### config.mk
export PLATFORM = sky130hd
export DESIGN_NAME = local_history_predictor_flat
export DESIGN_NICKNAME = d
export VERILOG_FILES = /design/src/bp_pkg.sv /design/src/bp_lookup_if.sv /design/src/bp_update_if.sv /design/src/local_history_predictor.sv /design/src/flat_wrapper.sv
export SDC_FILE = /design/constraint.sdc
export NUM_CORES = 1
export LEC_CHECK = 0
export BUFFER_PORTS_ARGS = -buffer_cell sky130_fd_sc_hd__buf_4
export CAP_MARGIN = 20
export CORE_UTILIZATION = 55
export CTS_BUF_LIST = sky130_fd_sc_hd__clkbuf_4 sky130_fd_sc_hd__clkbuf_8
export DETAILED_ROUTE_END_ITERATION = 7
export PLACE_DENSITY_LB_ADDON = 0.3
export SETUP_SLACK_MARGIN = 0.5
export SLEW_MARGIN = 20
export SYNTH_ARGS = -nofsm -noshare
export SYNTH_HDL_FRONTEND = slang
export SYNTH_SLANG_ARGS = --single-unit
### constraint.sdc
create_clock -name clk -period 3.6 [get_ports clk]
set_input_delay 0 -clock clk [delete_from_list [all_inputs] [get_ports clk]]
set_output_delay 0 -clock clk [all_outputs]
set_load 0.05 [all_outputs]
### src/bp_pkg.sv
package bp_pkg;

  // word addresses and stored targets
  localparam int addr_w = 32;

  // branch key is instruction bits 31 to 8
  localparam int key_w = 24;

  localparam int btb_index_w = 10;
  localparam int btb_tag_w = 14;
  localparam int btb_depth = 1024;

  // local history table
  localparam int lht_index_w = 4;
  localparam int lht_depth = 16;
  localparam int lht_w = 4;  // history word, also the counter table index

  localparam int ctr_w = 2;

  localparam int queue_depth = 8;
  localparam int queue_ptr_w = 3;

  // one key word, read as tag/index by the buffer and by its low bits by the predictor
  typedef union packed {
    struct packed {
      logic [btb_tag_w-1:0]   tag;
      logic [btb_index_w-1:0] index;
    } btb;
    struct packed {
      logic [key_w-lht_index_w-1:0] upper;  // not used for prediction
      logic [lht_index_w-1:0]       index;
    } pred;
  } branch_key_t;

endpackage

### src/bp_lookup_if.sv
`timescale 1ns/1ps

interface bp_lookup_if;

  logic                      en;  // one-cycle strobe
  bp_pkg::branch_key_t       key;
  logic                      is_cond;  // low for a jump
  logic                      hit;
  logic [bp_pkg::addr_w-1:0] target;
  logic                      taken_hint;

  modport requester (
    output en,
    output key,
    output is_cond,
    input  hit,
    input  target,
    input  taken_hint
  );

  modport btb (
    input  en,
    input  key,
    output hit,
    output target
  );

  modport predictor (
    input  en,
    input  key,
    output taken_hint
  );

endinterface

### src/bp_update_if.sv
`timescale 1ns/1ps

interface bp_update_if;

  // resolved branch, popped from the queue
  logic                      en;
  bp_pkg::branch_key_t       key;
  logic                      is_cond;
  logic                      taken;
  logic [bp_pkg::addr_w-1:0] target;

  modport source (
    output en,
    output key,
    output is_cond,
    output taken,
    output target
  );

  modport btb (
    input en,
    input key,
    input taken,
    input target
  );

  modport predictor (
    input en,
    input key,
    input is_cond,
    input taken
  );

endinterface

### src/local_history_predictor.sv
`timescale 1ns/1ps

module local_history_predictor (
  input logic            clk,
  input logic            rst,
  bp_lookup_if.predictor lookup,
  bp_update_if.predictor update
);

  logic [bp_pkg::lht_w-1:0] hist_q [bp_pkg::lht_depth];
  logic [bp_pkg::ctr_w-1:0] ctr_q [2**bp_pkg::lht_w];  // indexed by history word

  logic [bp_pkg::lht_w-1:0] look_hist;
  logic [bp_pkg::lht_w-1:0] upd_hist;
  logic [bp_pkg::ctr_w-1:0] upd_ctr;
  logic [bp_pkg::ctr_w-1:0] ctr_next;
  logic                     upd_fire;

  assign look_hist = hist_q[lookup.key.pred.index];
  assign upd_hist = hist_q[update.key.pred.index];
  assign upd_ctr = ctr_q[upd_hist];

  // jumps do not train the counters
  assign upd_fire = update.en & update.is_cond;

  // saturating 2-bit counter
  always_comb
  begin
    ctr_next = upd_ctr;
    if (update.taken && upd_ctr != '1)
    begin
      ctr_next = upd_ctr + 1'b1;
    end
    else if (!update.taken && upd_ctr != '0)
    begin
      ctr_next = upd_ctr - 1'b1;
    end
  end

  always_ff @(posedge clk or posedge rst)
  begin
    if (rst)
    begin
      for (int i = 0; i < bp_pkg::lht_depth; i++)
      begin
        hist_q[i] <= '0;
      end
      for (int i = 0; i < 2**bp_pkg::lht_w; i++)
      begin
        ctr_q[i] <= '0;
      end
      lookup.taken_hint <= 1'b0;
    end
    else
    begin
      if (lookup.en)
      begin
        lookup.taken_hint <= ctr_q[look_hist][bp_pkg::ctr_w-1];  // upper bit is the guess
      end
      if (upd_fire)
      begin
        ctr_q[upd_hist] <= ctr_next;
        // newest outcome shifts in at the top
        hist_q[update.key.pred.index] <= {update.taken, upd_hist[bp_pkg::lht_w-1:1]};
      end
    end
  end

  // a trained counter never wraps past either end
  ctr_no_wrap: assert property (
    @(posedge clk) disable iff (rst)
    upd_fire |=> ($past(update.taken) ? (ctr_q[$past(upd_hist)] != '0)
                                      : (ctr_q[$past(upd_hist)] != '1))
  ) else $error("local_history_predictor: counter left its range");

endmodule

### src/flat_wrapper.sv
// flat-port wrapper written by rule: the top's interface ports become plain ports
module local_history_predictor_flat 
  (clk, rst, lookup_en, lookup_key, lookup_taken_hint, update_en, update_key, update_is_cond, update_taken);
  bp_lookup_if lookup_i ();
  bp_update_if update_i ();
  input logic clk;
  input logic rst;
  input wire logic [$bits(lookup_i.en)-1:0] lookup_en;
  input wire logic [$bits(lookup_i.key)-1:0] lookup_key;
  output wire logic [$bits(lookup_i.taken_hint)-1:0] lookup_taken_hint;
  input wire logic [$bits(update_i.en)-1:0] update_en;
  input wire logic [$bits(update_i.key)-1:0] update_key;
  input wire logic [$bits(update_i.is_cond)-1:0] update_is_cond;
  input wire logic [$bits(update_i.taken)-1:0] update_taken;
  assign lookup_i.en = lookup_en;
  assign lookup_i.key = lookup_key;
  assign lookup_taken_hint = lookup_i.taken_hint;
  assign update_i.en = update_en;
  assign update_i.key = update_key;
  assign update_i.is_cond = update_is_cond;
  assign update_i.taken = update_taken;
  local_history_predictor u_core (.clk(clk), .rst(rst), .lookup(lookup_i), .update(update_i));
endmodule
After elaboration in Yosys (flattened, before gate mapping). Cells that the tools add are included.

Reduce and logical (&&, ||, !) cells: 6. Bitwise logic cells: 5. Magnitude comparators: 6. Add/sub/neg operators: 2. Multiplexer cells: 20. Equality and inequality tests: 1.

Operators by type and width (number): $bwmux W64 (1); $bmux W4 S4 (2); $bwmux W32 (1); $ge A5 B5 Y1 const B (4); $mux W4 (5); $not A4 Y5 (4); $bmux W2 S4 (2); $demux W4 S4 (1); $mux W2 (7); $lt A5 B1 Y1 const B (2); $demux W2 S4 (1); $logic_and A1 B1 Y1 (4); $add A2 B1 Y2 const B (1); $ne A2 B2 Y1 const B (1); $reduce_bool A2 Y1 (1); $sub A2 B1 Y2 const B (1); $and A1 B1 Y1 (1); $logic_not A1 Y1 (1).

Word-level logic and storage cells: 73. Output and inout port bits: 1. Register bits: 97. Input bits: 54.

Longest topological paths before layout.
Depth in word-level cells: 13. Mapped depth: 18. Mapped depth without buffers: 13.

Worst setup path after synthesis. OpenSTA, ideal clock, no wires.

Kind: reg-to-reg. From: reg u_core.hist_q[17] in the netlist's numbering. To: reg u_core.ctr_q[11] in the netlist's numbering. Arrival time: 3.541 ns. Path buffers: 4. Data required time: 3.504 ns. Setup time: 0.096 ns. Period minus slack after synthesis: 3.637 ns. Slack: -0.037 ns. Cell stages (with the launch flop): 17. Path through: dfrtp_1 > mux2i_1 > mux4_2 > clkbuf_1 > mux2_4 > buf_6 > mux2i_1 > mux2i_1 > mux2_4 > nor2_1 > or2_2 > ha_1 > mux2_2 > and3_1 > buf_6 > buf_6 > o31ai_1.

Word-level cells in the longest chain between the ends: 12. Elaborated cells on any way between the ends: 21. Classes of those cells: 2 x add/sub; 2 x order compare; 1 x eq/ne; 11 x mux; 1 x bitwise; 4 x reduce/logical.

Ends and longest elaborated chain: start: declaration (line local_history_predictor.sv:10) `logic [bp_pkg::lht_w-1:0] hist_q [bp_pkg::lht_depth];`; start signal: indexed assignment (line local_history_predictor.sv:64) `hist_q[update.key.pred.index] <= {update.taken, upd_hist[bp_pkg::lht_w-1:1]};`; $bmux W4 S4 * (line local_history_predictor.sv:20) `assign upd_hist = hist_q[update.key.pred.index];`; $mux W4 (not written as such) * (2 in a row) (line local_history_predictor.sv:20); $not A4 Y5 (not written as such) * (line local_history_predictor.sv:21, local_history_predictor.sv:62); parallel branches: the longest is 7 deep, another holds $sub A2 B1 Y2; $bwmux W32 * (line local_history_predictor.sv:62) `ctr_q[upd_hist] <= ctr_next;`; end signal: indexed assignment (line local_history_predictor.sv:62); end: declaration (line local_history_predictor.sv:11) `logic [bp_pkg::ctr_w-1:0] ctr_q [2**bp_pkg::lht_w];`.

Mark *: on every way between the ends. The select of a mux whose other input is x is not followed. A chain may end at the register's enable or synchronous reset.

Worst setup path in the final report.
From: reg u_core.hist_q[53] in the netlist's numbering. To: reg u_core.ctr_q[15] in the netlist's numbering.

The elaborated chain is that of the path after synthesis.

==> summary.md <==
| Metric | Value |
|---|---|
| CTS Root Buffer Type | `clkbuf_8` |
| Sequential share of power | `between 30% and 40%` |
| TritonCTS Buffers | `9` |
| Clock insertion delay at the later pin of the skew report | `about 0.37 ns` |
| Total I/O pin count | `between 50 and 60` |
| Die X | `roughly 100 um` |
| Total gr overflow | `0` |
| Post-route DRC violation count | `0` |
| Sw frac | `36.1%` |
| PwrDens | `around 550 mW/mm2` |
| Hold Crit Start | `update_taken` |
| R2R setup slack | `0.23 ns` |
| Critical path fanouts, max | `8` |
| CTS clock-pin slew for the worst setup and hold paths | `~0.10 ns` |
| Post-synthesis async set-or-reset flop share | `100%` |
| Area of the multi-input gates | `about 0.0033 mm2` |
| Post-synthesis sequential area ratio | `43.1%` |
| Core area | `0.00986 mm2` |
| GP Congestion | `0.861` |
| Minimum clock period | `about 3.4 ns` |
| Combinational power share | `40.7%` |
| Final hold viol count | `0` |
| Status | `finished, final reports clean` |
| # nets final | `between 500 and 600` |
| CTS tree | `done` |
| Peak Freq | `~300 MHz` |
| Syn_nets | `approximately 530` |
| Period utilisation layout | `between 90% and 100%` |
| DR WL/cell | `21.8 um` |
| Leakage | `2.90 nW` |
| Slew Viols, Final | `0` |
| Share of layout cells above drive strength 1 | `between 40% and 50%` |
| Class of the worst hold path | `primary input to register` |
| Post-route ant nets | `0` |
| Die area | `between 0.01 and 0.015 mm2` |
| YS warnings | `0` |
| Syn_area_per_cell | `12.0 um2` |
| Synthesis-to-finish area growth | `16.6%` |
| Clock Skew | `between 0.01 and 0.015 ns` |
| Post-placement cell area | `0.00588 mm2` |
| WS Path Type | `register to register` |
| CP required | `between 3 and 4 ns` |
| Initial antenna violation count | `0` |
| Die H | `~100 um` |
| Commonest non-fill, non-tap cell in the layout | `dfrtp_1` |
| Worst Setup Start Kind | `register` |
| Initial Util | `57.1%` |
| Vias | `4187` |
| Hpwl dp | `9.14 mm` |
| Sequential Area | `0.00243 mm2` |
| DR pass1 iterations | `5` |
| Clock power share | `between 20% and 30%` |
| Synth Instances | `around 470` |
| Final worst slack | `between 0.2 and 0.25 ns` |
| Fillers | `approximately 700` |
| Hold EP | `u_core.hist_q[19]` |
| Total Wirelength | `14.2 mm` |
| Deepest clock path buffer count | `2` |
| Vias in the first global route | `4035` |
| ANT cells | `0` |
| Reg-to-Reg End | `u_core.ctr_q[15]` |
| Critical path arrival | `between 3 and 4 ns` |
| Top_reg_cell synth | `dfrtp_1` |
| Unrepaired setup endpoints after global routing | `true` |
| Net Switching | `~1.3 mW` |
| 1st-iter DRT viols | `approximately 270` |
| Reg-to-reg critical path startpoint | `u_core.hist_q[53]` |
| VDD IR-drop max | `approximately 250 uV` |
| Worst slew pin tran | `between 1 and 1.5 ns` |
| Global-route wire length before repair | `~22 mm` |
| Finished Cell Area | `0.00657 mm2` |
| Num Clock Sinks | `97` |
| Final Setup Violations | `0` |
| Distinct cell type count after synthesis | `47` |
| Power Internal | `approximately 2.3 mW` |
| Max-cap viol count | `0` |
| Port Buffers | `14` |
| Hold path depth | `2` |
| Pre-CTS setup slack | `-0.0134 ns` |
| Post-synthesis register bit count | `between 90 and 100` |
| Row cnt | `36` |
| Most frequent cells in the layout | `dfrtp_1 (97), nand2_1 (62), buf_4 (56), mux2_2 (51), mux4_2 (34)` |
| R2R depth | `13` |
| Post-synth EDFFs | `0` |
| Rel. slew slack | `between 20% and 30%` |
| Post-Synthesis Cell Area | `~0.0056 mm2` |
| GRT Overall Usage | `28.7%` |
| DR vias/cell | `between 6 and 7` |
| H-tree depth | `3` |
| CP Capture Type | `register` |
| Largest net degree at the start of global routing | `83` |
## cells by family (layout without fill, tap and decap cells)
family | count (synthesis) | in the layout | share of synthesized area, %
mux | 127 | 128 | 32.1
compound gates | 57 | 57 | 6.87
xor+xnor | 2 | 2 | 0.978
flops | 97 | 97 | 43.1
fa+ha+maj | 2 | 2 | 0.444
buf+inv | 34 | 80 | 3.44
simple gates | 152 | 153 | 13.1
## registers in the layout, indices dropped and copies added (netlist names)
register	count
u_core.ctr_q	32
u_core.lookup.taken_hint	1
u_core.hist_q	64
## power by group through the flow
stage	Combinational, mW	Clock (mW)	Sequential [mW]
floorplan	0.922	0	1.38
global placement	1.12	0	1.39
detailed placement	1.15	0	1.41
CTS	1.34	0.740	1.38
global route	1.55	0.785	1.41
finish	1.46	0.734	1.39
## per-layer routing
layer  up-vias  GRT usage [%]  part of all wire (%)
li1       1845              -                     -
met1      2165           41.1                    44
met2       153           45.0                    49
met3        24           4.84                   5.4
met4         0           9.53                   1.5
met5         -              0                     0
## per-stage QoR
step / hold WS (ns) / instances / TNS (ns) / power [mW] / util, %
global route: 0.0802 / 652 / 0 / 3.74 / 66.6
detailed placement: 0.251 / 599 / -0.0178 / 2.56 / 59.6
global placement: 0.246 / 599 / 0 / 2.51 / 59.6
floorplan: 0.159 / 471 / 0 / 2.30 / -
finish: 0.0824 / 652 / 0 / 3.58 / 66.6
CTS: 0.0695 / 642 / 0 / 3.46 / 65.1
## how the worst max path moves through the flow
stage,cells after the start,startpoint,endpoint
after floorplan,16,u_core.hist_q[17],u_core.ctr_q[31]
after global placement,13,u_core.hist_q[32],u_core.ctr_q[18]
after detailed placement,13,u_core.hist_q[32],u_core.ctr_q[17]
after CTS,11,u_core.hist_q[32],u_core.ctr_q[14]
after global routing,13,u_core.hist_q[1],u_core.ctr_q[18]
final,13,u_core.hist_q[53],u_core.ctr_q[15]
## final cells by class
| class | instances | area share (%) |
|---|---|---|
| clock buffers | 11 | 2.21 |
| clock inverters | 4 | 0.800 |
| inverters | 3 | 0.248 |
| multi-input cells | 342 | 49.6 |
| flip-flops and latches | 97 | 37.0 |
| well taps | 133 | 2.53 |
| repair buffers | 62 | 7.64 |
## repair_timing
item | 4_1_cts | 5_1_grt
hold endpoints to repair | 82 | 0
setup endpoints to repair | 32 | 32
gates resized for setup | 29 | 12
hold buffers | 2 | 0
setup buffers | 24 | 10
cloned | 2 | 0
pin swaps | 19 | 9
## cells in the mapped netlist, types with 4 or more instances
master     n  area share, %
mux4_2    33             13
mux2_1     8            1.6
buf_2      7           0.62
o22ai_1    6           0.67
dfrtp_1   97             43
buf_6      5            1.0
o21ai_0   11           0.98
clkbuf_1  16            1.1
nand3b_1   6           0.80
nand2_1   62            4.1
a21oi_1   11           0.98
mux2_2    53             11
nor2_1    32            2.1
nor2b_1    4           0.44
a22oi_1    6           0.80
mux2i_1   28            5.0
nand2b_1   9            1.0
nand3_1   12            1.1
o31ai_1   16            2.1
## critical path: stages (launching register included)
cell     delay, ns
dfrtp_1       0.40
mux2i_1       0.09
mux4_2        0.52
buf_4         0.17
mux2_4        0.31
mux2i_1       0.14
mux2i_1       0.17
mux2_4        0.20
nor2_4        0.03
or2_4         0.23
ha_4          0.16
mux2_4        0.34
and3_4        0.27
o31ai_2       0.24
(Power assumes the default switching activity.)
